### config.mk
export PLATFORM = sky130hd
export DESIGN_NAME = core_regfile
export DESIGN_NICKNAME = d
export VERILOG_FILES = /design/src/include/dbgu_defines.svh /design/src/dbgu_pkg.sv /design/src/core_regfile.sv
export SDC_FILE = /design/constraint.sdc
export NUM_CORES = 1
export LEC_CHECK = 0
export ABC_AREA = 1
export BUFFER_PORTS_ARGS = -buffer_cell sky130_fd_sc_hd__buf_2
export CAP_MARGIN = 20
export CORE_MARGIN = 5
export CORE_UTILIZATION = 30
export CTS_CLUSTER_SIZE = 14
export DETAILED_ROUTE_END_ITERATION = 6
export SLEW_MARGIN = 15
export SYNTH_ARGS = -nofsm -noshare
export SYNTH_HDL_FRONTEND = slang
export SYNTH_SLANG_ARGS = --single-unit
### constraint.sdc
create_clock -name clk -period 6.2 [get_ports clk]
set_clock_uncertainty 0.2 [all_clocks]
set_input_delay 0.31 -clock clk [delete_from_list [all_inputs] [get_ports clk]]
set_output_delay 0.31 -clock clk [all_outputs]
set_load 0.05 [all_outputs]
### src/include/dbgu_defines.svh
`ifndef DBGU_DEFINES_SVH
`define DBGU_DEFINES_SVH

// Serial bit period and memory size
`define DBGU_CLKS_PER_BIT 8
`define DBGU_MEM_WORDS    256

// Frame start bytes
`define DBGU_SOF          8'hA5
`define DBGU_RSOF         8'h5A

// Command codes
`define DBGU_CMD_WR32     8'h10
`define DBGU_CMD_RD32     8'h11
`define DBGU_CMD_RUN      8'h12
`define DBGU_CMD_HALT     8'h13
`define DBGU_CMD_RDREG    8'h14

// Answer codes
`define DBGU_R_ACK        8'h90
`define DBGU_R_RD         8'h91
`define DBGU_R_RDREG      8'h92

// Acknowledge status values
`define DBGU_ST_OK        8'h00
`define DBGU_ST_CHK       8'h01
`define DBGU_ST_BUSY      8'h02
`define DBGU_ST_CMD       8'h03

`endif

### src/dbgu_pkg.sv
`default_nettype none

package dbgu_pkg;

    typedef logic [7:0]  byte_t;
    typedef logic [31:0] word_t;
    typedef logic [4:0]  reg_idx_t;

    // Debug bus request toward the local memory
    typedef struct packed {
        word_t addr;
        word_t wdata;
        logic  we;
    } dbg_bus_req_t;

    typedef enum logic [4:0] {
        S_WAIT_SOF = 5'd0,
        S_CMD      = 5'd1,
        S_A0       = 5'd2,
        S_A1       = 5'd3,
        S_A2       = 5'd4,
        S_A3       = 5'd5,
        S_D0       = 5'd6,
        S_D1       = 5'd7,
        S_D2       = 5'd8,
        S_D3       = 5'd9,
        S_REG      = 5'd10,
        S_CHK      = 5'd11,
        S_DO_WR    = 5'd12,
        S_DO_RD0   = 5'd13,
        S_DO_RD1   = 5'd14,
        S_SEND     = 5'd15
    } cmd_state_t;

endpackage

`default_nettype wire

### src/core_regfile.sv
`timescale 1ns/1ps
`default_nettype none

module core_regfile (
    input  logic               clk,
    input  logic               rst,
    input  logic               core_we,
    input  dbgu_pkg::reg_idx_t core_waddr,
    input  dbgu_pkg::word_t    core_wdata,
    input  dbgu_pkg::reg_idx_t reg_idx,
    output dbgu_pkg::word_t    reg_rdata
);

    dbgu_pkg::word_t regs [32];

    // Register 0 is never written after reset
    always_ff @(posedge clk) begin
        if (rst) begin
            for (int i = 0; i < 32; i++) begin
                regs[i] <= '0;
            end
        end else if (core_we && core_waddr != '0) begin
            regs[core_waddr] <= core_wdata;
        end
    end

    assign reg_rdata = regs[reg_idx];

endmodule

`default_nettype wire

After elaboration in Yosys (flattened, before gate mapping):

Memory sizes are Yosys's and may differ from the RTL's.
Index checks and enable logic that the tools add are counted.

* flip-flop bits (word level): 0
* bits in latches: 0
* memory bits (writable): 1024
* memory bits (read-only): 0
* memories kept: 1

* add/sub/neg operators: 0
* $mul: 0
* divide/modulo/power cells: 0
* $lt $le $gt $ge: 0
* equality and inequality tests: 0
* shift-type cells: 0
* muxes and demuxes: 8
* bitwise gates (word level): 0
* reductions and logical operators: 3

Memory list
* regs: depth 32, width 32, read ports 1, clocked after memory_dff 0, write ports 32, RTL line core_regfile.sv:14 `dbgu_pkg::word_t regs [32];`

Operators by type and width (count)
* two-way mux 32 bit: 1
* OR reduction 32 bit: 1
* two-way mux 1 bit: 6
* two-way mux 5 bit: 1
* nonzero test 5 bit: 1
* logical AND 1 bit: 1

Depth between registers and ports, before layout:

Gate-level depths: netlist (run 1).

* depth in word-level cells: 7
* depth in mapped cells: 12
* depth with buffers taken out: 9

Worst setup path after synthesis (run 1):

No wires, ideal clock.

* path kind: input-to-reg
* start point: input port core_waddr[4]
* end point: memory regs[31][0] (netlist name) (enable)
* library setup time: 0.389 ns
* arrival time: 1.762 ns
* data required time: 5.611 ns
* path slack: 3.848 ns
* stages: 5
* cells stage by stage: inv_1 -> nor3_1 -> nand2_1 -> buf_2 -> nand2_1

RTL lines
* start: declaration: RTL line core_regfile.sv:8 `input dbgu_pkg::reg_idx_t core_waddr,`
* end: declaration: RTL line core_regfile.sv:14

Worst setup path after layout (run 1):

* start point: input port reg_idx[1]
* end point: output port reg_rdata[15]

* longest elaborated chain between the ends: 1

Ends and longest elaborated chain
* start: declaration: RTL line core_regfile.sv:10 `input dbgu_pkg::reg_idx_t reg_idx,`
* memory (32 x 32 bit)
* end: declaration: RTL line core_regfile.sv:11 `output dbgu_pkg::word_t reg_rdata`

No other way between the ends.

==> impl_results.md, run 1 <==
- HPWL after DPL: roughly 79000 um
- WL/cell: 20.7 um
- Crit. End Element: output port
- First-pass GRT wire length: 210000 um
- Synth area leader: edfxtp_1
- DR pass1 iterations: 6
- Initial Util: 30.1%
- Power density cells: approximately 300 mW/mm^2
- All-Layer GR Usage: 16.9%
- Max Slew Vio Count: 0
- Fin nets: about 4.7k
- Reg with most FFs: regs
- Final Core Density: 33.7%
- DRT iter0 DRCs: 4319
- Post-Synthesis Cells: 4760
- Yosys synthesis warning count: 0
- CTS clk-pin slew, worst paths: ~60 ps
- Vias in the first global route: 32.7k
- Crit path time final: about 3700 ps
- Filler cells: 15.7k
- Dpl cells: about 6.6k
- Final non-filler cell total: 6809
- Die width: 402 um
- Finished Cell Area: 0.0517 mm^2
- Total number of vias: 34.5k
- Num CTS Buffers: just under 100
- Final hold vios: 0
- # rows: ~140
- Final WL: 141000 um
- Worst EP arrival: around 3200 ps
- CTS tree: done
- Most frequent CP cell: nand2_1
- Hold WC Path Type: in2reg
- Post-DRT Antenna Nets: 0
- Share of cells above drive strength 1: 7.07%
- FMAX: 269 MHz
- RSZ-0062 raised after global routing: false
- Initial antenna violation count: 3
- Biggest regs: regs (1024)
- Outcome: finished, final reports clean
- Worst vdd ir: 0.000201 V
- Worst path bufs/invs: 4
- Top cell type's share of synthesized area: between 60% and 70%
- # setup viols final: 0
- # DRC: 0
- Fin Setup TNS: 0 ps
- Final Cycle Share: 59.9%
- Main area contributors after synthesis: edfxtp_1 (67%), nand2_1 (12%), nand3_1 (8.3%)
- Syn Area/Cell: ~9.7 um^2
- IO buf count: 76
- Worst hold slack: 33.0 ps
- Distinct cells, synth: 16
- Post-DR vias/cell: 5.06
- CP cell instances: buf_8, inv_8, buf_4, nand3_1, nand3_1, nand2_1, nand2_1, nand2_1, nand2_1, nand2_1, buf_2
- Register area share after synthesis: 66.6%
- Max Cap Viol: 0
- Startpoint types: primary input
- IO Pins: 77
- CP delay by family, top: buffers and inverters
- Pin count of the biggest net entering global routing: 190
- Clock buffer depth: 3
- WP data required: 5690 ps
- Storage element area: approximately 0.03 mm^2
- Syn-to-layout area delta: 11.9%
- Global route total overflow: 0
- H-tree levels: 3
- Post-Syn Area: 0.0462 mm^2
- Slowest CP cell: inv_8
- Routability cong.: approximately 0.84
- Multi-input gate area in the final layout: 0.0134 mm^2
- P_leak: 20.3 nW
- Crit-path max FO: ~110
- Core Footprint: 0.154 mm^2
- Placed cell areas: 0.0482 mm^2
- Setup Crit Path Kind: in2out
- Die Ht: 402 um
- Number of synthesized register bits: 1024
- Sink Count: ~1.0k
- Root Driver: clkbuf_16
- Worst slew pin tran: 1120 ps
- Die area: about 0.16 mm^2
- CP max stage delay: 690 ps
- Slew Limit Headroom: 25.2%
- Number of flip-flops in the largest register: 1024
power breakdown:
group	internal, mW	total (mW)	switching, mW
combinational	0.329	1.45	1.12
clock	3.43	6.07	2.65
sequential	7.98	8.09	0.101
total	11.7	15.6	3.87
cells by family after synthesis:
group	count (synthesis)	share of synthesized area [%]
other	1	0.00812
buffers and inverters	460	4.64
and+or+nand+nor	3275	28.7
DFF	1024	66.6
layer usage:
| layer | global-route usage (%) | vias up | share of wire (%) |
|---|---|---|---|
| li1 | - | 15600 | - |
| met1 | 24.7 | 16900 | 43 |
| met2 | 25.1 | 1797 | 44 |
| met3 | 4.02 | 200 | 11 |
| met4 | 4.35 | 0 | 2.3 |
| met5 | 0 | - | 0 |
worst paths after layout:
check / startpoint / endpoint / slack [ps] / depth (start not counted)
worst max-delay path: reg_idx[1] / reg_rdata[15] / 2480 / 11
worst min-delay path: core_wdata[11] / regs[8][11] / 30 / 4
stage by stage:
step / worst slack, ps / total power [mW]
after floorplan: 3850 / 9.12
after global routing: 2350 / 16.1
after detailed placement: 2550 / 9.64
after CTS: 2540 / 15.7
final: 2480 / 15.6
after global placement: 2490 / 9.62
area by class of cell:
class                      count  share of cell area (%)
timing repair buffer         204                    3.12
clock inverter                59                    1.06
antenna                        1                 0.00484
clock buffer                 121                    5.04
tap                         2044                    4.95
sequential                  1024                    59.5
multi-input combinational   3307                    25.9
inverter                      49                   0.412
placed cells by master, fill, tap and decap left out:
master	instances
nand2_1	1498
edfxtp_1	1024
nor2_1	993
nand3_1	769
buf_4	104
clkbuf_16	101
buf_2	73
inv_1	41
conb_1	32
clkinv_1	31
clkbuf_1	20
clkinv_2	18
bufinv_16	11
dlygate4sd3_1	8
buf_12	8
nor3_1	7
buf_8	5
buf_16	5
inv_6	4
nand4_1	4
nand2_2	4
diode_2	1
inv_16	1
inv_8	1
inv_2	1
buf_6	1
worst min-delay path: cells and delay by family:
| family | cells | cell delay [ps] |
|---|---|---|
| buffers and inverters | 3 | 350 |
| AND/OR/NAND/NOR | 1 | 140 |
synth_stat cells:
cell,number
buf_1,21
buf_2,217
buf_4,18
buf_6,10
clkbuf_1,145
clkinv_1,1
conb_1,1
edfxtp_1,1024
inv_1,45
inv_2,2
inv_4,1
nand2_1,1502
nand3_1,769
nand4_1,4
nor2_1,993
nor3_1,7
repair_timing:
action / 4_1_cts / 5_1_grt
hold buffers: 3 / 5
buffers inserted: 0 / 0
resized for setup: 0 / 0
endpoints found under the hold margin: 44 / 34
Power figures use the tool's default switching activity.
==> inputs of run 2 (changes only) <==
- ABC_AREA: 1 -> 0
- clock period: 6.2 -> 3.6 ns (I/O delays scaled with it)
==> run 2 against run 1 <==
  * Clock power up 80%
  * Worst hold slack about the same
  * Sequential power up 72%
  * Final cell count down 17%
  * Synthesized area up 2.0%
  * Critical path depth down 5
  * Setup slack worse by 1900 ps
  * Sequential cell count unchanged
  * Sequential share of layout area down 2.4 points
  * Utilization up 0.78 points
  * Critical path type is now reg2out
  * Critical endpoint is now reg_rdata[22]
  * Largest cell class unchanged
==> impl_results.md, run 2 <==
- Final Cycle Share: a little over 80%
- Int Pwr: 20.8 mW (+77%)
- Top-count cell post-synth: edfxtp_1
- RSZ-0062 raised after global routing: false
- Biggest regs: regs (1024)
- Commonest non-fill, non-tap cell in the layout: edfxtp_1
- DRT iter0 DRCs: 2758 (-36%)
- CTS tree: done
- Die Ht: 406 um (+0.96%)
- Post-DRT Antenna Nets: 0 (unchanged)
- # DRC: 0 (unchanged)
- Main area contributors after synthesis: edfxtp_1 (65%), and2_1 (13%), mux2i_1 (11%)
- Worst vdd ir: 0.000380 V (+90%)
- Hold WC Path Type: in2reg
- Final WL: 134000 um (-5.0%)
- # setup viols final: 0 (unchanged)
- Setup Crit Path Kind: reg2out
- Top FF cell, synth: edfxtp_1
- Filler cells: 14.9k (-4.8%)
- Post-Syn Area: 0.0471 mm^2 (+2.0%)
- Most frequent cells in the layout: edfxtp_1 (1024), and2_1 (992), mux2i_1 (512)
- FFs w/ async S/R, synth: 0% (unchanged)
- Power density cells: 505 mW/mm^2 (+67%)
- Hold path cells: 2 (-2)
- Reg with most FFs: regs
- HPWL after DPL: 81200 um (+3.1%)
- Syn-to-layout area delta: 14.3%
- Routability cong.: 0.791 (-5.9%)
- Post-Synthesis Cells: 3447 (-28%)
- Core Footprint: 0.156 mm^2 (+1.8%)
- Pin count of the biggest net entering global routing: 58 (-69%)
- Number of flip-flops in the largest register: 1024 (unchanged)
- Die width: 406 um (+0.96%)
- Psw: 6.42 mW (+66%)
- Die area: 0.165 mm^2 (+1.9%)
- Sw Ratio: 23.6% (-1.2 points)
- Initial Util: 30.1% (+0.065 points)
- IO buf count: 76 (unchanged)
- Worst hold slack: 33.1 ps (+0.0638 ps)
- Top cell type's share of synthesized area: 65.3% (-1.3 points)
- Initial antenna violation count: 12 (+9)
- Post-Place Setup Slack: 605 ps (-1940 ps)
- Share of cells above drive strength 1: 11.8% (+4.7 points)
- Global route total overflow: 0 (unchanged)
- Gate power share: 8.6% (-0.7 points)
- Yosys synthesis warning count: 0 (unchanged)
- Final worst setup slack: 626 ps (-1860 ps)
- Register area share after synthesis: 65.3% (-1.3 points)
- Crit path time final: 2970 ps
- Worst slew pin tran: 855 ps (-264 ps)
- Total number of vias: 27.6k (-20%)
- Max Cap Viol: 0 (unchanged)
- Final hold vios: 0 (unchanged)
- WL/cell: 23.8 um (+15%)
- Syn Area/Cell: 13.7 um^2 (+41%)
- Max Slew Vio Count: 0 (unchanged)
- Num CTS Buffers: 103 (+4.0%)
- WP data required: 3220 ps (-2470 ps)
- Crit-path max FO: 1 (-99%)
- Crit. End Element: output port
- Vias in the first global route: 27.3k (-17%)
- IO Pins: 77 (unchanged)
- Synth area leader: edfxtp_1
- CTS clk-pin slew, worst paths: 60 ps (about the same)
- Post-DR vias/cell: 4.91 (-3.1%)
- Outcome: finished, final reports clean
- Number of flops mapped to enable cells by yosys: 1024 (unchanged)
- Distinct cells, synth: 30 (+14)
- Number of synthesized register bits: 1024 (unchanged)
- Sink Count: 1024 (unchanged)
- Worst EP arrival: 2590 ps (-620 ps)
- DR pass1 iterations: 5 (-1)
- Final Core Density: 34.5% (+0.78 points)
- # rows: 145 (+0.69%)
- First-pass GRT wire length: 194000 um (-7.8%)
- Fin Setup TNS: 0 ps (unchanged)
- P_leak: 19.9 nW (-1.8%)
- Startpoint types: flip-flop
- Clock Power Share: 40.1% (+1.2 points)
- Slew Limit Headroom: 43.0% (+18 points)
- Clock buffer depth: 3 (unchanged)
- Fin nets: 3530 (-25%)
- All-Layer GR Usage: 16.0% (-0.91 points)
- FMAX: 336 MHz
- Most frequent cells after synthesis: edfxtp_1 (1024), and2_1 (993), mux2i_1 (512), clkbuf_1 (201), nand2_1 (98)
- Sequential share of power: 51.2% (-0.6 points)
- H-tree levels: 3 (unchanged)
- Root Driver: clkbuf_16
## run 2: cell type report
cell class | count | area (um^2) | share of cell area, %
sequential | 1024 | 30700 | 57.1
clock buffer | 129 | 2720 | 5.05
multi-input combinational | 2134 | 15000 | 27.9
timing repair buffer | 222 | 2100 | 3.90
clock inverter | 55 | 621 | 1.15
antenna | 6 | 15.0 | 0.0279
tap | 2058 | 2570 | 4.78
## run 2: metal layers
metal  up-vias  track usage (%)  wire [um]
li1      12400                -          -
met1     14100             23.0      60500
met2       971             24.7      60600
met3       151             3.44      10300
met4         4             3.80       2800
met5         -                0         27
## run 2: metrics by stage
| stage | area, um^2 | power (mW) | instances |
|---|---|---|---|
| floorplan | 47200 | 15.5 | 3478 |
| global placement | 50300 | 16.5 | 5423 |
| detailed placement | 50300 | 16.5 | 5423 |
| CTS | 53800 | 27.4 | 5622 |
| global route | 53800 | 28.0 | 5623 |
| finish | 53800 | 27.2 | 5628 |
## run 2: worst max-delay path, stage by stage, from the launching register on
cell      delay [ps]
edfxtp_1         360
mux2i_1          170
a22o_1           170
nor3_1            80
a31oi_1          410
nand3_1          380
buf_2            330
## run 2: cells by family (layout without fill, tap and decap cells)
group / Yosys count / in the layout / synth area share, %
multiplexers: 512 / 512 / 10.9
AND/OR/NAND/NOR: 1302 / 1302 / 16.5
AO/OA/AOI/OAI: 288 / 288 / 4.17
flip-flops: 1024 / 1024 / 65.3
buffers and inverters: 320 / 406 / 3.13
other: 1 / 38 / 0.00796
## run 2: path summary, 6_finish.rpt
kind	start	end	slack [ps]
setup / recovery	regs[7][22]	reg_rdata[22]	630
hold / removal	core_wdata[17]	regs[10][17]	30
## run 2: power by group through the flow
| stage | Clock, mW | Combinational (mW) | Sequential, mW |
|---|---|---|---|
| 2_1_floorplan | 0 | 1.38 | 14.1 |
| 3_3_place_gp | 0 | 2.32 | 14.2 |
| 3_5_place_dp | 0 | 2.33 | 14.2 |
| 4_1_cts | 11.1 | 2.35 | 13.9 |
| 5_1_grt | 11.6 | 2.47 | 14.0 |
| 6_report | 10.9 | 2.34 | 13.9 |
## run 2: timing repair
| item | CTS | global route |
|---|---|---|
| buffers inserted | 0 | 0 |
| hold buffers | 15 | 0 |
| gates resized for setup | 0 | 0 |
| hold endpoints to repair | 365 | 0 |
