===== src/include/dbgu_defines.svh =====
`ifndef DBGU_DEFINES_SVH
`define DBGU_DEFINES_SVH

// Serial bit period and memory size
`define DBGU_CLKS_PER_BIT 8
`define DBGU_MEM_WORDS    256

// Frame start bytes
`define DBGU_SOF          8'hA5
`define DBGU_RSOF         8'h5A

// Command codes
`define DBGU_CMD_WR32     8'h10
`define DBGU_CMD_RD32     8'h11
`define DBGU_CMD_RUN      8'h12
`define DBGU_CMD_HALT     8'h13
`define DBGU_CMD_RDREG    8'h14

// Answer codes
`define DBGU_R_ACK        8'h90
`define DBGU_R_RD         8'h91
`define DBGU_R_RDREG      8'h92

// Acknowledge status values
`define DBGU_ST_OK        8'h00
`define DBGU_ST_CHK       8'h01
`define DBGU_ST_BUSY      8'h02
`define DBGU_ST_CMD       8'h03

`endif


===== src/dbgu_pkg.sv =====
`default_nettype none

package dbgu_pkg;

    typedef logic [7:0]  byte_t;
    typedef logic [31:0] word_t;
    typedef logic [4:0]  reg_idx_t;

    // Debug bus request toward the local memory
    typedef struct packed {
        word_t addr;
        word_t wdata;
        logic  we;
    } dbg_bus_req_t;

    typedef enum logic [4:0] {
        S_WAIT_SOF = 5'd0,
        S_CMD      = 5'd1,
        S_A0       = 5'd2,
        S_A1       = 5'd3,
        S_A2       = 5'd4,
        S_A3       = 5'd5,
        S_D0       = 5'd6,
        S_D1       = 5'd7,
        S_D2       = 5'd8,
        S_D3       = 5'd9,
        S_REG      = 5'd10,
        S_CHK      = 5'd11,
        S_DO_WR    = 5'd12,
        S_DO_RD0   = 5'd13,
        S_DO_RD1   = 5'd14,
        S_SEND     = 5'd15
    } cmd_state_t;

endpackage

`default_nettype wire


===== src/uart_tx.sv =====
`timescale 1ns/1ps
`default_nettype none

`include "dbgu_defines.svh"

module uart_tx (
    input  logic            clk,
    input  logic            rst,
    input  dbgu_pkg::byte_t tx_data,
    input  logic            tx_valid,
    output logic            tx_ready,
    output logic            tx
);

    localparam int CLKS = `DBGU_CLKS_PER_BIT;
    localparam int CW   = $clog2(CLKS);

    logic          busy;
    logic [CW-1:0] cyc_cnt;
    logic [3:0]    bit_cnt;
    logic [9:0]    shreg;
    logic          shift;

    assign tx_ready = !busy;
    assign tx       = busy ? shreg[0] : 1'b1;
    assign shift    = busy && (cyc_cnt == '0);

    always_ff @(posedge clk) begin
        if (rst) begin
            busy    <= 1'b0;
            cyc_cnt <= '0;
            bit_cnt <= '0;
        end else if (tx_valid && tx_ready) begin
            busy    <= 1'b1;
            cyc_cnt <= CW'(CLKS - 1);
            bit_cnt <= 4'd9;
        end else if (shift) begin
            cyc_cnt <= CW'(CLKS - 1);
            if (bit_cnt == 4'd0) begin
                busy <= 1'b0;
            end else begin
                bit_cnt <= bit_cnt - 4'd1;
            end
        end else if (busy) begin
            cyc_cnt <= cyc_cnt - 1'b1;
        end
    end

    // Stop, data, start; shifted out from bit 0
    always_ff @(posedge clk) begin
        if (tx_valid && tx_ready) begin
            shreg <= {1'b1, tx_data, 1'b0};
        end else if (shift) begin
            shreg <= {1'b1, shreg[9:1]};
        end
    end

    // Ready stays low for exactly one frame after each accept
    a_tx_accept: assert property (@(posedge clk) disable iff (rst)
        $rose(tx_ready) |-> (!$past(tx_ready, 10 * CLKS) && $past(tx_ready, 10 * CLKS + 1)));

endmodule

`default_nettype wire


===== config.mk =====
export PLATFORM = sky130hd
export DESIGN_NAME = uart_tx
export DESIGN_NICKNAME = d
export VERILOG_FILES = /design/src/dbgu_pkg.sv /design/src/uart_tx.sv
export VERILOG_INCLUDE_DIRS = /design/src /design/src/include
export SDC_FILE = /design/constraint.sdc
export NUM_CORES = 1
export LEC_CHECK = 0
export ABC_AREA = 1
export BUFFER_PORTS_ARGS = -buffer_cell sky130_fd_sc_hd__buf_2
export CORE_MARGIN = 1.5
export CORE_UTILIZATION = 44
export CTS_CLUSTER_DIAMETER = 100
export DETAILED_ROUTE_END_ITERATION = 7
export GPL_ROUTABILITY_DRIVEN = 0
export PLACE_DENSITY = 0.64
export SLEW_MARGIN = 15
export SYNTH_ARGS = -nofsm -noshare
export SYNTH_HDL_FRONTEND = slang
export SYNTH_SLANG_ARGS = --single-unit

===== constraint.sdc =====
create_clock -name clk -period 1.6 [get_ports clk]
set_input_delay 0.32 -clock clk [delete_from_list [all_inputs] [get_ports clk]]
set_output_delay 0.32 -clock clk [all_outputs]
set_load 0.02 [all_outputs]

=== Yosys cells after proc, flatten, opt, wreduce, memory -nomap -nowiden ===
Index checks and enable logic that the tools add are counted.

* Bitwise operators: 1
* Eq/ne operators: 1
* Add/subtract/negate cells: 2
* Muxes and demuxes: 12
* Reductions and logical operators: 12

{| class="wikitable"
|+ Operators by type and width
! cell !! number
|-
| 2-to-1 mux 9 bit || 2
|-
| 2-to-1 mux 4 bit || 3
|-
| 2-to-1 mux 3 bit || 3
|-
| AND reduction 2 bit || 3
|-
| logical NOT 4 bit || 1
|-
| 2-to-1 mux 1 bit || 4
|-
| nonzero test 2 bit || 2
|-
| subtractor 4 x 1 -> 4 bit, second input constant || 1
|-
| logical NOT 3 bit || 1
|-
| nonzero test 3 bit || 1
|-
| subtractor 3 x 1 -> 3 bit, second input constant || 1
|-
| logical AND 1 bit || 2
|-
| != test 2 x 1 -> 1 bit, second input constant || 1
|-
| OR reduction 2 bit || 1
|-
| logical NOT 1 bit || 1
|-
| inverter 1 bit || 1
|}

* Input port bits: 11
* Flip-flop bits (word level): 17
* Output and inout bits: 2
* Logic and storage cells: 34

=== Depth between registers and ports, before layout ===
Gate-level depths: netlist of run 1.

* Depth after elaboration: 4
* Gate-level depth with buffers: 8
* Depth with buffers taken out: 8

=== Worst setup path after synthesis of run 1 ===
Ideal clock, no wire load.

* Kind: reg-to-reg
* Start: register cyc_cnt[0] (netlist name)
* End: register shreg[1], data pin
* Path buffers: 1
* Clock period less this slack: 1.306 ns
* Arrival: 1.050 ns
* Path slack: 0.294 ns
* Setup time: 0.256 ns
* Data required time: 1.344 ns
* Stages on the path, launching flop included: 7
* Cell sequence: dfxtp_1 inv_1 ha_1 nand3_4 inv_2 buf_6 a22o_1

{| class="wikitable"
|+ RTL lines
! element !! RTL line !! source
|-
| end signal: assignment || uart_tx.sv:52 || <nowiki>shreg <= {1'b1, tx_data, 1'b0};</nowiki>
|-
| end signal: assignment || uart_tx.sv:54 || <nowiki>shreg <= {1'b1, shreg[9:1]};</nowiki>
|-
| end: declaration || uart_tx.sv:21 || <nowiki>logic [9:0] shreg;</nowiki>
|}

=== Worst setup path after layout of run 1 ===
* Start: register cyc_cnt[0]
* End: register shreg[1], enable pin

* Longest elaborated chain between the ends: 3

{| class="wikitable"
|+ Ends and longest elaborated chain
! element !! RTL line !! source
|-
| start: declaration || uart_tx.sv:19 || <nowiki>logic [CW-1:0] cyc_cnt;</nowiki>
|-
| start signal: assignment || uart_tx.sv:35 || <nowiki>cyc_cnt <= CW'(CLKS - 1);</nowiki>
|-
| start signal: assignment || uart_tx.sv:38 || <nowiki>cyc_cnt <= CW'(CLKS - 1);</nowiki>
|-
| start signal: assignment || uart_tx.sv:45 || <nowiki>cyc_cnt <= cyc_cnt - 1'b1;</nowiki>
|-
| logical NOT 3 bit || uart_tx.sv:26 || <nowiki>assign shift = busy && (cyc_cnt == '0);</nowiki>
|-
| logical AND 1 bit || uart_tx.sv:26 ||
|-
| nonzero test 2 bit (no line) || - ||
|}

No other way between the ends.
A chain may end at the register's enable or synchronous reset.

==> results of run 1 <==
## cells in the mapped netlist (2+ instances only)
master    instances  area share, %
a21oi_1           3            1.8
a22o_1            7            7.4
buf_6             2            2.7
dfxtp_1           9             22
edfxtp_1          8             29
ha_1              3            4.6
inv_1            15            6.8
nand2_1          20            9.1
nand3_1           6            3.6
nor2_1            9            4.1
o21ai_0           3            1.8
## registers in the layout (all words and copies together) (netlist names)
signal   flops
bit_cnt      4
busy         1
cyc_cnt      3
shreg        9
## cells in the final DEF (no fill, tap or decap), types with 3 or more instances in the layout
cell type	n
ha_1	3
buf_2	12
a22o_1	7
inv_1	15
clkbuf_4	3
edfxtp_1	8
nand3_1	6
o21ai_0	3
nand2_1	20
dfxtp_1	9
nor2_1	9
a21oi_1	3
## routing by layer
| layer | GRT usage [%] | routed length [um] | up-vias |
|---|---|---|---|
| li1 | - | - | 335 |
| met1 | 20.8 | 693 | 284 |
| met2 | 22.2 | 632 | 8 |
| met3 | 3.53 | 28 | 4 |
| met4 | 8.57 | 25 | 0 |
| met5 | 0 | 0 | - |
## metrics by stage
step	cell area, um2	power [uW]	cells	setup WS [ns]	hold WS, ns
after floorplan	825	679	92	0.294	0.389
after global placement	901	720	128	0.226	0.442
after detailed placement	901	724	128	0.193	0.450
after CTS	928	953	132	0.166	0.261
after global routing	928	1010	132	0.0421	0.257
final	928	943	132	0.188	0.265
## layout make-up
type | count | area [um2] | area share [%]
Clock buffer | 3 | 22.5 | 2.43
Clock inverter | 1 | 5.00 | 0.539
Inverter | 16 | 60.1 | 6.47
Multi-Input combinational cell | 57 | 322 | 34.6
Sequential cell | 17 | 420 | 45.3
Tap cell | 25 | 31.3 | 3.37
Timing Repair Buffer | 13 | 67.6 | 7.28
## worst max-delay path by stage
| stage | slack [ns] | cells after the start | endpoint | from |
|---|---|---|---|---|
| 6_report | 0.19 | 4 | shreg[1] | cyc_cnt[0] |
| 5_1_grt | 0.04 | 6 | cyc_cnt[2] | cyc_cnt[0] |
| 4_1_cts | 0.17 | 4 | shreg[1] | cyc_cnt[0] |
| 3_5_place_dp | 0.19 | 4 | shreg[1] | cyc_cnt[0] |
| 3_3_place_gp | 0.23 | 4 | shreg[5] | cyc_cnt[0] |
| 2_1_floorplan | 0.29 | 6 | shreg[1] | cyc_cnt[0] |
## cells by family (layout without fill, tap and decap cells)
logic type                 Yosys count  count (layout)
adders and majority gates            3               3
and+or+nand+nor                     38              38
DFF                                 17              17
buffers and inverters               18              33
AOI/OAI and AO/OA                   16              16
## power by group through the flow
stage | sequential [uW] | clock, uW | combinational, uW
floorplan | 534 | 0 | 145
global placement | 540 | 0 | 180
detailed placement | 540 | 0 | 184
CTS | 531 | 237 | 186
global route | 537 | 257 | 213
finish | 531 | 229 | 183
==> metrics.cfg, run 1 <==
[worst_setup_path]
critPathMaxStageDelay_ns=0.33
cp.arrival_ns=1.37
critPathBufInv=1
r2r-end=shreg[1]
required_ns=1.56
r2r-start=cyc_cnt[0]
critPathKind=flop to flop
path_delay_family=simple AND/OR/NAND/NOR gates
worstSetupStartpointType=flop
path_cells=inv_1 -> ha_1 -> nand3_4 -> nand2_1
r2r_setup_slack_ns=0.19
cp_max_fo=10
cp_slowest_cell=dfxtp_1
rr_worst_depth=4
end_kind=flop

[hold_path]
hold_end=bit_cnt[0]
hp-start=rst
hold_path_class=input pin to flop
min_path_cells=2

[die]
die_area_um2=2140
die_h_um=46.3
fp-row-count=15
die_w_um=46.3
initial_core_util_pct=47.2
ioPinCount=13
core_area_um2=1750

[pwr]
p_seq_share_pct=56.3
p_comb_share_pct=19.4
leakage_uw=0.000423
ir_drop_mv=0.478
p_sw_uw=270
power_density_nw_per_um2=1020
swShare_pct=28.7
p_clk_share_pct=24.3
intPower_uw=672

[routing]
via_per_inst=4.78
vias=631
drc=0
ant_nets=0
drt_pass1_iterations=4
wl_mm=1.38
wl_per_cell_um=10.4
drt_iter0_drc=11

[finish]
fillers=168
drive_above_1_share_pct=19.6
final_core_util_pct=53.2
synthToLayoutAreaGrowth_pct=12.6
nNetsFinal=122
diodes=0

[sta]
worst_pin_slew_ns=0.375
clock-skew-final_ns=0.00465
min_period_over_period_pct=88.2
drv_slew=0
finalSetupTns_ns=0
fmax_mhz=708
max_slew_margin_pct=74.9
rsz0062_at_grt=no
layout_min_cycle_time_ns=1.41
hold_viol_final=0
setup_violations=0

[grt]
grt_overflow=0
grtUsageTotal_pct=15.3
antenna_found_initial=0
grt_pass1_wl_mm=2.26
grt_max_degree=12
grt_pass1_vias=542

[logic_synthesis]
synthSimpleGateAreaFrac_pct=21.1
postSynthCellCount=92
synthesis.nets=106
ys_ff_latch=17
synth_edf_count=8
synth_async_sr_flop_share_pct=0
synth_top_family_by_area=simple AND/OR/NAND/NOR gates
synthAdderAreaFrac_pct=4.55
synth_compound_area_share_pct=13.4
syn_area_um2=825
synth_top_flop_cell=dfxtp_1
yosysUniqueCellTypes=18
synthXorXnorAreaFrac_pct=0
yosysSeqAreaShare_pct=51.0
muxShareOfSynthArea_pct=0
syn-mean-instance-area_um2=8.96
ys.warnings.count=0

[cts]
clock_latency_ns=0.29
post_cts_buffers=0
cts_root_buf=clkbuf_4
cts_resized=0
cts.path.max_buffers=2
cts-buffers-inserted=3
htree_levels=1
cts_tree=yes
cts.reportedPaths.clkPinSlew_ns=0.10
hold_buffers=0
cts.sinks=17

[placement]
dpl.hpwl_mm=1.02
numPortBuffers=12

[flow_run]
maxCapViolations=0

[run_status]
status=completed

(Power assumes the default switching activity.)
==> run 2, diff against run 1 <==
--- a/config.mk
+++ b/config.mk
@@ -13,6 +13,7 @@
 export CTS_CLUSTER_DIAMETER = 100
 export DETAILED_ROUTE_END_ITERATION = 7
 export GPL_ROUTABILITY_DRIVEN = 0
+export MAX_ROUTING_LAYER = met4
 export PLACE_DENSITY = 0.64
 export SLEW_MARGIN = 15
 export SYNTH_ARGS = -nofsm -noshare
==> constraint.sdc (replaced) <==
create_clock -name clk -period 1.3 [get_ports clk]
set_input_delay 0.26 -clock clk [delete_from_list [all_inputs] [get_ports clk]]
set_output_delay 0.26 -clock clk [all_outputs]
set_load 0.02 [all_outputs]
==> run 2 against run 1 <==
Critical path depth is 1 lower. Utilization grew 5.0 points. Count of clock-buffer cells in the layout did not move. Clock power grew 23%. Setup slack worse by 0.15 ns. Sequential cell count is the same. Highest routed layer unchanged.
==> metrics.cfg, run 2 (synthesis results as in run 1) <==
[grt]
grt_max_degree=12  ; unchanged
grt_pass1_wl_mm=2.36  ; +4.6%
grt_pass1_vias=600  ; +11%
grt_overflow=0  ; unchanged
grtUsageTotal_pct=15.9  ; +0.62 points
antenna_found_initial=0  ; unchanged

[finish]
fillers=154  ; -8.3%
synthToLayoutAreaGrowth_pct=23.2
top_register=shreg
diodes=0  ; unchanged
largest_reg_flops=9  ; unchanged
seq_area_um2=423  ; +0.60%
top_regs=shreg: 9 flops, bit_cnt: 4 flops, cyc_cnt: 3 flops
final_core_util_pct=58.2  ; +5.0 points
mostFrequentLayoutCells=nand2_1 (19), inv_1 (13), buf_2 (12), nor2_1 (8), edfxtp_1 (8)
drive_above_1_share_pct=30.1  ; +10 points
final_common_cell=nand2_1
nNetsFinal=128  ; +4.9%
multi_input_area_um2=344  ; +7.0%

[worst_setup_path]
required_ns=1.04  ; -0.52 ns
cp-startpoint=busy
cp.arrival_ns=1.01  ; -0.36 ns
worstSetupStartpointType=flop
critPathKind=flop to output port
endpoint=tx_ready
r2r_setup_slack_ns=0.09  ; -0.10 ns
r2r-end=shreg[1]
cp_max_fo=4  ; -6
end_kind=output port
rr_worst_depth=5  ; +1
r2r-start=cyc_cnt[0]

[cts]
cts-buffers-inserted=3  ; unchanged
htree_levels=1  ; unchanged
cts.path.max_buffers=2  ; unchanged
cts.reportedPaths.clkPinSlew_ns=0.10  ; about the same
cts_tree=yes
clock_latency_ns=0.29  ; about the same
cts.sinks=17  ; unchanged
hold_buffers=0  ; unchanged
cts_root_buf=clkbuf_4

[sta]
min_period_over_period_pct=97.4
max_slew_margin_pct=85.3  ; +10 points
clock-skew-final_ns=0.00449  ; -0.000158 ns
fin_ws_ns=0.0342  ; -0.154 ns
setup_violations=0  ; unchanged
hold_viol_final=0  ; unchanged
drv_slew=0  ; unchanged
worst_pin_slew_ns=0.219  ; -0.156 ns
fmax_mhz=790
timing.hold.ws_ns=0.222  ; -0.0432 ns
layout_min_cycle_time_ns=1.27

[die]
fp-row-count=15  ; unchanged
initial_core_util_pct=47.2  ; unchanged
core_area_um2=1750  ; unchanged
ioPinCount=13  ; unchanged
die_area_um2=2140  ; unchanged
die_h_um=46.3  ; unchanged
die_w_um=46.3  ; unchanged

[placement]
dpl.hpwl_mm=1.11  ; +8.7%
numPortBuffers=12  ; unchanged
dp_slack_ns=0.0180  ; -0.175 ns

[routing]
drt_iter0_drc=12  ; +1
drt_pass1_iterations=4  ; unchanged
vias=652  ; +3.3%
via_per_inst=4.72  ; -1.2%
drc=0  ; unchanged
ant_nets=0  ; unchanged
wl_per_cell_um=11.1  ; +6.0%
wl_mm=1.53  ; +11%

[pwr]
total_power_uw=1230  ; +30%
leakage_uw=0.000457  ; +8.0%
ir_drop_mv=0.815  ; +70%
power_density_nw_per_um2=1210  ; +19%

[flow_run]
maxCapViolations=0  ; unchanged

[run_status]
status=completed

[hold_path]
hold_path_class=input pin to flop

## run 2: cell types whose count changed in the layout (fill, tap and decap cells not counted), sizes merged
cell  previous run  this run
buf             13        19
## run 2: worst max-delay path, cell delays in order (launching register included)
cell and delay (ns):
dfxtp_2 0.34, buf_4 0.15, inv_1 0.07, buf_2 0.16
## run 2: layer usage
| layer | routed length [um] | global-route usage, % |
|---|---|---|
| met4 | 12 | 5.14 |
| met2 | 706 | 26.9 |
| met1 | 757 | 18.6 |
| met3 | 50 | 3.53 |
| met5 | 0 | - |
## run 2: final cells by class
type                       instances  share of cell area, %
clock inverter                     1                  0.493
multi-input combinational         57                   33.9
clock buffer                       3                   2.22
timing repair buffer              19                   12.3
sequential                        17                   41.6
tap                               25                   3.08
inverter                          16                   6.40
## run 2: timing repair
action	CTS	global route
resized for setup	0	10
endpoints found under the setup margin	0	19
buffers inserted	0	1
## run 2: report_power, final
part | total [uW] | internal, uW | switching, uW | leakage (uW)
combinational | 295 | 131 | 164 | 0.000284
sequential | 651 | 626 | 24.5 | 0.000155
clock | 281 | 114 | 167 | 0.0000177
## run 2: metrics by stage
| stage | instance area (um2) | std cells | TNS [ns] |
|---|---|---|---|
| after global routing | 1020 | 138 | -0.0132 |
| after CTS | 981 | 137 | 0 |
| after global placement | 953 | 133 | 0 |
| after floorplan | 827 | 92 | 0 |
| after detailed placement | 953 | 133 | 0 |
| final | 1020 | 138 | 0 |
## run 2: how the worst min path moves through the flow
stage              from  cells after the start    endpoint  slack, ns
6_report            rst                      2  bit_cnt[3]       0.22
5_1_grt             rst                      2  bit_cnt[0]       0.23
4_1_cts             rst                      2  cyc_cnt[0]       0.22
3_5_place_dp   shreg[1]                      2    shreg[0]       0.46
3_3_place_gp   shreg[1]                      2    shreg[0]       0.45
2_1_floorplan       rst                      1  bit_cnt[3]       0.33
