### config.mk
export PLATFORM = sky130hd
export DESIGN_NAME = uart_rx
export DESIGN_NICKNAME = d
export VERILOG_FILES = /design/src/dbgu_pkg.sv /design/src/uart_rx.sv
export VERILOG_INCLUDE_DIRS = /design/src /design/src/include
export SDC_FILE = /design/constraint.sdc
export NUM_CORES = 1
export LEC_CHECK = 0
export BUFFER_PORTS_ARGS = -buffer_cell sky130_fd_sc_hd__buf_2
export CORE_UTILIZATION = 49
export DETAILED_ROUTE_END_ITERATION = 12
export PLACE_DENSITY = 0.8
export SLEW_MARGIN = 20
export SYNTH_ARGS = -nofsm -noshare
export SYNTH_HDL_FRONTEND = slang
export SYNTH_SLANG_ARGS = --single-unit
### constraint.sdc
create_clock -name clk -period 1.7 [get_ports clk]
set_clock_uncertainty 0.05 [all_clocks]
set_input_delay 0.17 -clock clk [delete_from_list [all_inputs] [get_ports clk]]
set_output_delay 0.17 -clock clk [all_outputs]
set_load 0.05 [all_outputs]
### src/include/dbgu_defines.svh
`ifndef DBGU_DEFINES_SVH
`define DBGU_DEFINES_SVH

// Serial bit period and memory size
`define DBGU_CLKS_PER_BIT 8
`define DBGU_MEM_WORDS    256

// Frame start bytes
`define DBGU_SOF          8'hA5
`define DBGU_RSOF         8'h5A

// Command codes
`define DBGU_CMD_WR32     8'h10
`define DBGU_CMD_RD32     8'h11
`define DBGU_CMD_RUN      8'h12
`define DBGU_CMD_HALT     8'h13
`define DBGU_CMD_RDREG    8'h14

// Answer codes
`define DBGU_R_ACK        8'h90
`define DBGU_R_RD         8'h91
`define DBGU_R_RDREG      8'h92

// Acknowledge status values
`define DBGU_ST_OK        8'h00
`define DBGU_ST_CHK       8'h01
`define DBGU_ST_BUSY      8'h02
`define DBGU_ST_CMD       8'h03

`endif

### src/dbgu_pkg.sv
`default_nettype none

package dbgu_pkg;

    typedef logic [7:0]  byte_t;
    typedef logic [31:0] word_t;
    typedef logic [4:0]  reg_idx_t;

    // Debug bus request toward the local memory
    typedef struct packed {
        word_t addr;
        word_t wdata;
        logic  we;
    } dbg_bus_req_t;

    typedef enum logic [4:0] {
        S_WAIT_SOF = 5'd0,
        S_CMD      = 5'd1,
        S_A0       = 5'd2,
        S_A1       = 5'd3,
        S_A2       = 5'd4,
        S_A3       = 5'd5,
        S_D0       = 5'd6,
        S_D1       = 5'd7,
        S_D2       = 5'd8,
        S_D3       = 5'd9,
        S_REG      = 5'd10,
        S_CHK      = 5'd11,
        S_DO_WR    = 5'd12,
        S_DO_RD0   = 5'd13,
        S_DO_RD1   = 5'd14,
        S_SEND     = 5'd15
    } cmd_state_t;

endpackage

`default_nettype wire

### src/uart_rx.sv
`timescale 1ns/1ps
`default_nettype none

`include "dbgu_defines.svh"

module uart_rx (
    input  logic            clk,
    input  logic            rst,
    input  logic            rx,
    output dbgu_pkg::byte_t rx_data,
    output logic            rx_valid,
    input  logic            rx_ready
);

    localparam int CLKS = `DBGU_CLKS_PER_BIT;
    localparam int CW   = $clog2(CLKS);

    logic            rx_m;
    logic            rx_s;
    logic            busy;
    logic [CW-1:0]   cyc_cnt;
    logic [3:0]      bit_cnt;
    dbgu_pkg::byte_t shreg;
    logic            tick;
    logic            done;

    // Bit 0 is the start bit, 1 to 8 data, 9 the stop bit
    assign tick = busy && (cyc_cnt == '0);
    assign done = tick && (bit_cnt == 4'd9);

    always_ff @(posedge clk) begin
        if (rst) begin
            rx_m     <= 1'b1;
            rx_s     <= 1'b1;
            busy     <= 1'b0;
            cyc_cnt  <= '0;
            bit_cnt  <= '0;
            rx_valid <= 1'b0;
        end else begin
            rx_m <= rx;
            rx_s <= rx_m;
            if (rx_valid && rx_ready) begin
                rx_valid <= 1'b0;
            end
            if (done) begin
                rx_valid <= 1'b1;
            end
            if (!busy) begin
                if (!rx_s) begin
                    // First sample lands in the middle of the start bit
                    busy    <= 1'b1;
                    cyc_cnt <= CW'(CLKS / 2 - 1);
                    bit_cnt <= '0;
                end
            end else if (tick) begin
                cyc_cnt <= CW'(CLKS - 1);
                bit_cnt <= bit_cnt + 4'd1;
                if ((bit_cnt == 4'd0 && rx_s) || bit_cnt == 4'd9) begin
                    busy <= 1'b0;
                end
            end else begin
                cyc_cnt <= cyc_cnt - 1'b1;
            end
        end
    end

    // LSB arrives first
    always_ff @(posedge clk) begin
        if (tick && bit_cnt >= 4'd1 && bit_cnt <= 4'd8) begin
            shreg <= {rx_s, shreg[7:1]};
        end
        if (done) begin
            rx_data <= shreg;
        end
    end

    a_rx_hold: assert property (@(posedge clk) disable iff (rst)
        (rx_valid && !rx_ready && !done) |=> $stable(rx_data));

endmodule

`default_nettype wire

**Word-level counts from Yosys, hierarchy flattened**

Index checks and enable logic that the tools add are counted.

- Divide/modulo/power cells: 0
- Bitwise logic cells: 0
- Add/sub/neg operators: 2
- Order comparisons: 2
- Multiply operators: 0
- Reduce and logical (&&, ||, !) cells: 11
- Shift-type cells: 0
- Mux-type cells: 12
- Equal/unequal tests: 3

Operators by type and width:

| cell | number |
|---|---|
| $mux 4 | 3 |
| $mux 3 | 3 |
| $logic_and 1x1->1 | 6 |
| $mux 1 | 6 |
| $add 4x1->4 const B | 1 |
| $eq 4x4->1 const B | 1 |
| $ge 4x1->1 const B | 1 |
| $le 4x4->1 const B | 1 |
| $logic_not 4->1 | 1 |
| $ne 2x1->1 const B | 2 |
| $logic_not 3->1 | 1 |
| $sub 3x1->3 const B | 1 |
| $reduce_and 2->1 | 1 |
| $reduce_bool 2->1 | 1 |
| $logic_or 1x1->1 | 1 |

- Memories kept: 0
- Output and inout bits: 9
- Register bits after elaboration: 27
- Memory bits (read-only): 0
- RAM bits: 0
- Word-level logic and storage cells: 38
- Bits in latches: 0

**Longest topological paths before layout**

Gate-level depths: netlist (run 1).

- Word-level depth: 6
- Depth in mapped cells: 5
- Mapped depth without buffers: 5

**Worst setup path after synthesis (run 1)**

OpenSTA, ideal clock, no wires.

- Path kind: reg2reg
- Start: reg bit_cnt[0]
- End: reg shreg[0] (enable)
- Setup slack: -0.204 ns
- Data arrival time: 1.468 ns
- Buffers on the path: 0
- Clock period less this slack: 1.904 ns
- Setup time: 0.386 ns
- Cell stages (with the launch flop): 6
- Path through: dfxtp_1 -> inv_1 -> ha_1 -> nand2b_1 -> nor3_1 -> a211oi_1

- Word-level cells in the longest chain between the ends: 3

RTL lines:

| element | RTL line | text |
|---|---|---|
| from (decl) | uart_rx.sv:22 | `logic [3:0] bit_cnt;` |
| from (signal assigned) | uart_rx.sv:57 | `bit_cnt <= bit_cnt + 4'd1;` |
| $ge 4x1->1 | uart_rx.sv:69 | `if (tick && bit_cnt >= 4'd1 && bit_cnt <= 4'd8) begin` |
| $logic_and 1x1->1 | uart_rx.sv:69 |  |
| $logic_and 1x1->1 * | uart_rx.sv:69 |  |
| to (signal assigned) | uart_rx.sv:70 | `shreg <= {rx_s, shreg[7:1]};` |
| to (decl) | uart_rx.sv:23 | `dbgu_pkg::byte_t shreg;` |

Mark *: on every way between the ends. The rest lies on a longest branch, timed or not.
A chain may end at the register's enable or synchronous reset.

**Worst setup path after layout (run 1)**

- Start: reg cyc_cnt[0]
- End: reg rx_data[4] (enable)

- Word-level cells in the longest chain between the ends: 3

RTL lines:

| element | RTL line | text |
|---|---|---|
| from (decl) | uart_rx.sv:21 | `logic [CW-1:0] cyc_cnt;` |
| from (signal assigned) | uart_rx.sv:52 | `cyc_cnt <= CW'(CLKS / 2 - 1);` |
| from (signal assigned) | uart_rx.sv:56 | `cyc_cnt <= CW'(CLKS - 1);` |
| from (signal assigned) | uart_rx.sv:62 | `cyc_cnt <= cyc_cnt - 1'b1;` |
| $logic_not 3->1 | uart_rx.sv:28 | `assign tick = busy && (cyc_cnt == '0);` |
| $logic_and 1x1->1 | uart_rx.sv:28 |  |
| $logic_and 1x1->1 | uart_rx.sv:29 | `assign done = tick && (bit_cnt == 4'd9);` |
| named net done | uart_rx.sv:25 | `logic done;` |
| to (signal assigned) | uart_rx.sv:73 | `rx_data <= shreg;` |
| to (decl) | uart_rx.sv:10 | `output dbgu_pkg::byte_t rx_data,` |

The timed path passes the listed nets, and every way through them passes these cells.

==> impl_metrics.ini, run 1 <==
[timing]
rsz0062_at_grt = false
fin_crit_sh = 0.943
tightest_slew_ns = 0.316
tns_ns = 0
drv_slew = 0
finalSetupViolCount = 0
min_period_ns = 1.60
hold_viol_final = 0
fmax_mhz = 624
slew_headroom = 0.789

[placed_design]
place.gp.congestion = 0.810
portBuffers = 12
place_hpwl_microns = 1190
placed_area_sq_um = 1160

[routing]
viasPerCell = 5.21
num_vias = 636
avgRoutedWirePerCell_microns = 12.9
ant_nets = 0
drcViolationCount = 0
dr.pass1.iters = 4
routed_wl_microns = 1570
drtIter0Drc = 7

[yosys]
ys.warnings.count = 0
netlist_area_sq_um = 1040
yosysTopAreaCellShare = 0.462
synth_top_cell_by_area = edfxtp_1
syn_area_per_cell_sq_um = 13.7
synthDistinctLibCells = 27
synth_area_leaders = edfxtp_1, dfxtp_1, ha_1, a211oi_1, nand2b_1
ys_seq_elements = 27
syn-instance-count = 76
syn_nets = 85
ys_seq_area_frac = 0.673

[critical_path]
worstSetupStartpointType = flop
crit_fanout = 8
end_kind = flop
r2r_slack_ns = 0.1
critical_path_class = reg -> reg
slowest_delay_ns = 0.34
critPathMostFrequentCell = inv_1
crit_chain = inv_1 > ha_1 > and3b_1 > nand4b_1 > inv_1
required_ns = 1.65
crit_slowest_cell = dfxtp_1
cp.arrival_ns = 1.55

[die]
row_count = 16
fp.dieW_microns = 48.1
die_area_sq_um = 2310
core_area_sq_um = 1980
io_pins = 13
start_util = 0.525
die_h_microns = 48.1

[status]
outcome = complete, no violations

[global_route]
antenna_found_initial = 0
grt_pass1_vias = 561
grt_max_degree = 17
grt.total_usage = 0.153
gr-total-overflow = 0
grt_pass1_wl_microns = 2400

[pwr]
p_total_mw = 1.01
ir_worst_vdd_uv = 460
leakage_nw = 0.457
p_per_area_nw_per_um2 = 846

[job]
cap_violations = 0

[final_layout]
area_growth_pct = 15.3
fin_area_sq_um = 1200
finish.utilization = 0.605
finalNetCount = 105
antennaDiodeCount = 0
final_layout_size_suffix_gt1_frac = 0.274

[hold_path]
min_path_type = in -> reg

[clock_tree]
cts_tree = yes
cts_buffers = 3
post-cts-setup-buffers = 0
path_clk_slew_ns = 0.14
insertion_delay_ns = 0.31
clockRootBuffer = clkbuf_4
clkSinkCount = 27
cts.htree.levels = 1
clock_path_buffers = 2
## where the power goes
group	internal [mW]	switching [mW]	total (mW)
clock	0.0895	0.171	0.261
sequential	0.693	0.00480	0.698
combinational	0.0246	0.0317	0.0563
total	0.807	0.208	1.01
## cells in the mapped netlist, drive strengths merged
master,instances
inv,6
nand3,2
or2,2
nor2,2
o21bai,1
edfxtp,16
dfxtp,11
nand3b,1
and3,1
and3b,1
a21oi,3
nand4b,1
or3,2
nor2b,1
nor3,1
clkbuf,1
buf,1
a311oi,2
o21ai,2
nand2,2
nand2b,4
ha,5
o21a,1
o311a,1
a31oi,1
a211oi,4
nor3b,1
## final timing paths
| path | start | to | cells past startpoint |
|---|---|---|---|
| worst min register to register | rx_m | rx_s | 1 |
| worst max register to register | cyc_cnt[0] | rx_data[4] | 5 |
| worst min-delay path | rx_ready | rx_valid | 3 |
| worst max-delay path | cyc_cnt[0] | rx_data[4] | 5 |
## per-stage QoR
stage | hold WS, ns | instances | setup slack, ns
finish | 0.0609 | 122 | 0.0966
global placement | 0.308 | 117 | 0.173
global route | 0.0499 | 122 | 0.00973
floorplan | 0.224 | 76 | 0.0384
CTS | 0.0630 | 122 | 0.0968
detailed placement | 0.314 | 117 | 0.118
## placed cells by master, fill, tap and decap left out, types with 2 or more instances in the layout
cell type  synthesis  final
a211oi_1           4      3
inv_1              6      6
nand2b_1           4      4
ha_1               5      5
a21oi_1            3      3
nor2_1             2      2
buf_2              0     12
clkbuf_4           0      3
o21ai_0            2      2
edfxtp_1          16     16
or2_2              2      2
nand3_1            2      2
buf_4              1      4
nand2_1            2      2
a311oi_1           2      2
or3_1              2      2
dfxtp_1           11     10
## repair_timing
| action | CTS | global route |
|---|---|---|
| endpoints found under the hold margin | 1 | 0 |
| hold buffers | 1 | 0 |
| resized for setup | 0 | 1 |
| setup endpoints to repair | 0 | 8 |
## worst max-delay path, delay by kind of cell (launching register included)
kind                       cells  cell delay, ns
adders and majority gates      1            0.18
buffers and inverters          2            0.38
and+or+nand+nor                2            0.35
DFF                            1            0.34
## state kept, by name (all words and copies together) (netlist names)
name,flops
rx_data,8
shreg,8
bit_cnt,4
cyc_cnt,3
busy,1
rx_m,1
rx_s,1
rx_valid,1
## metal layers
layer  track usage  up-vias  part of all wire
li1              -      317                 -
met1         0.198      310              0.45
met3        0.0370        2             0.018
met2         0.251        7              0.53
met4        0.0500        0            0.0051
met5             0        -                 0
## final cells by class
| type | instances | area, sq um |
|---|---|---|
| well taps | 27 | 33.8 |
| clock inverters | 1 | 7.51 |
| fillers | 165 | 782 |
| inverters | 6 | 22.5 |
| repair buffers | 17 | 100 |
| multi-input cells | 41 | 312 |
| flip-flops and latches | 27 | 702 |
| clock buffers | 3 | 22.5 |
## cells by family (layout without fill, tap and decap cells)
logic type / Yosys count / after routing / share of synthesized area
AND/OR/NAND/NOR: 21 / 21 / 0.135
flip-flops: 27 / 27 / 0.673
buffers and inverters: 8 / 27 / 0.0324
adder cells (fa/ha/maj): 5 / 5 / 0.0601
AO/OA/AOI/OAI: 15 / 15 / 0.0998
No activity file was read; power rests on OpenSTA's default activity.
==> inputs of run 2 (changes only) <==
--- a/config.mk
+++ b/config.mk
@@ -6,11 +6,13 @@
 export SDC_FILE = /design/constraint.sdc
 export NUM_CORES = 1
 export LEC_CHECK = 0
-export BUFFER_PORTS_ARGS = -buffer_cell sky130_fd_sc_hd__buf_2
+export BUFFER_PORTS_ARGS = -buffer_cell sky130_fd_sc_hd__buf_4
 export CORE_UTILIZATION = 49
 export DETAILED_ROUTE_END_ITERATION = 12
+export MAX_ROUTING_LAYER = met4
 export PLACE_DENSITY = 0.8
 export SLEW_MARGIN = 20
 export SYNTH_ARGS = -nofsm -noshare
 export SYNTH_HDL_FRONTEND = slang
 export SYNTH_SLANG_ARGS = --single-unit
+export TNS_END_PERCENT = 20
==> run 2 against run 1 <==
Compared with the run above:
- core utilization rose by 2.1 points
- first-iteration DRC count increased by 43%
- clock-buffer cell count unchanged
- final area increased by 3.4%
- power is 2.4% higher
- clock power grew 7%
- global-route usage grew 4.8 points
- via count up 4.4%
- combinational power rose by 7.6%
- sequential power barely moved
- final cell count is 0.82% higher
==> impl_metrics.ini, run 2 (synthesis gave the netlist of run 1 again) <==
[status]
outcome = complete, no violations

[final_layout]
antennaDiodeCount = 0
final_cell_mix = buf_4, edfxtp_1, dfxtp_1
multi_input_area_sq_um = 312
finish.utilization = 0.626
reg_top3 = rx_data x8, shreg x8, bit_cnt x4
final_layout_size_suffix_gt1_frac = 0.292
finalNetCount = 106
register_area_sq_um = 703
fillers = 158
area_growth_pct = 19.2

[clock_tree]
clock_path_buffers = 2
cts_tree = yes
cts.htree.levels = 1
post-cts-setup-buffers = 0
clockRootBuffer = clkbuf_4
cts_buffers = 3
insertion_delay_ns = 0.33
path_clk_slew_ns = 0.14
clkSinkCount = 27

[critical_path]
cp.arrival_ns = 1.63
crit_buf_inv = 2
crit_fanout = 8
startpoint = bit_cnt[0]
crit_end = shreg[3]
r2r_slack_ns = 0.08
required_ns = 1.72
worstSetupStartpointType = flop
crit_chain = inv_1 > ha_1 > nand2b_1 > nor3_1 > a211oi_2 > buf_4
crit_cells = 6
r2r_start = bit_cnt[0]
reg2reg_depth = 6
critical_path_class = reg -> reg
end_kind = flop
slowest_delay_ns = 0.38
crit_family = flip-flops
crit_slowest_cell = dfxtp_2
r2r-end = shreg[3]

[global_route]
grt_pass1_wl_microns = 2820
grt_max_degree = 17
grt.total_usage = 0.200
grt_pass1_vias = 623
gr-total-overflow = 0
antenna_found_initial = 0

[pwr]
p_sw_mw = 0.228
leakage_nw = 0.468
ir_worst_vdd_uv = 545
p_per_area_nw_per_um2 = 837
p_total_mw = 1.04
seq_power_share = 0.672
intPower_mw = 0.811
p_clk_frac = 0.270
switching_share = 0.219
p_comb_frac = 0.058

[timing]
slew_headroom = 0.812
hold_viol_final = 0
drv_slew = 0
tightest_slew_ns = 0.280
fin_crit_sh = 0.952
finalSetupViolCount = 0
fmax_mhz = 618
min_period_ns = 1.62
rsz0062_at_grt = false
tns_ns = 0

[die]
fp.dieW_microns = 48.1
row_count = 16
core_area_sq_um = 1980
io_pins = 13
start_util = 0.525
die_area_sq_um = 2310
die_h_microns = 48.1

[routing]
viasPerCell = 5.40
routed_wl_microns = 1850
drcViolationCount = 0
ant_nets = 0
dr.pass1.iters = 4
avgRoutedWirePerCell_microns = 15.1
num_vias = 664
drtIter0Drc = 10

[placed_design]
portBuffers = 12
place.gp.congestion = 0.848
place_hpwl_microns = 1310

[hold_path]
min_path_type = in -> reg

[job]
cap_violations = 0
-- run 2: changes by cell type in the layout (fill, tap and decap cells not counted) --
cell,before,now
buf_2,12,0
buf_4,4,16
dfxtp_1,10,9
dfxtp_2,1,2
dlygate4sd3_1,1,2
inv_1,6,5
inv_2,0,1
-- run 2: how the worst min path moves through the flow --
| stage | from | to | slack [ns] | cells after the start |
|---|---|---|---|---|
| after floorplan | rx | rx_m | 0.22 | 1 |
| after global placement | rx | rx_m | 0.31 | 2 |
| after detailed placement | rx | rx_m | 0.31 | 2 |
| after CTS | rx_ready | rx_valid | 0.03 | 3 |
| after global routing | rx_ready | rx_valid | 0.03 | 3 |
| final | rx_ready | rx_valid | 0.03 | 3 |
-- run 2: cell type report --
class                           count  share of cell area
Inverter                            6              0.0181
Clock buffer                        3              0.0181
Multi-Input combinational cell     41               0.251
Timing Repair Buffer               18               0.113
Clock inverter                      1             0.00605
Tap cell                           27              0.0272
Sequential cell                    27               0.567
-- run 2: worst min-delay path, delay by kind of cell --
family / cells / cell delay, ns
compound gates: 1 / 0.06
buf+inv: 1 / 0.07
simple gates: 1 / 0.08
-- run 2: repair_timing --
item / 4_1_cts / 5_1_grt
resized for setup: 0 / 3
endpoints found under the setup margin: 0 / 16
hold endpoints to repair: 6 / 0
hold buffers: 2 / 0
-- run 2: per-stage QoR --
step	std cells	cell area, sq um	setup slack (ns)	hold WS [ns]
2_1_floorplan	76	1050	0.0384	0.224
3_3_place_gp	117	1190	0.169	0.309
3_5_place_dp	117	1190	0.0594	0.311
4_1_cts	123	1240	0.0398	0.0317
5_1_grt	123	1240	0.0579	0.0278
6_report	123	1240	0.0816	0.0310
-- run 2: metal layers --
layer / track usage / vias up / share of wire
met3: 0.0407 / 5 / 0.040
met1: 0.228 / 320 / 0.39
met4: 0.139 / 0 / 0.028
li1: - / 316 / -
met2: 0.316 / 23 / 0.54
met5: - / - / 0
-- run 2: power by group through the flow --
| stage | clock [mW] | combinational [mW] | sequential [mW] |
|---|---|---|---|
| 6_report | 0.280 | 0.0606 | 0.698 |
| 5_1_grt | 0.310 | 0.0660 | 0.700 |
| 4_1_cts | 0.291 | 0.0598 | 0.698 |
| 3_5_place_dp | 0 | 0.0555 | 0.713 |
| 3_3_place_gp | 0 | 0.0533 | 0.712 |
| 2_1_floorplan | 0 | 0.0380 | 0.711 |
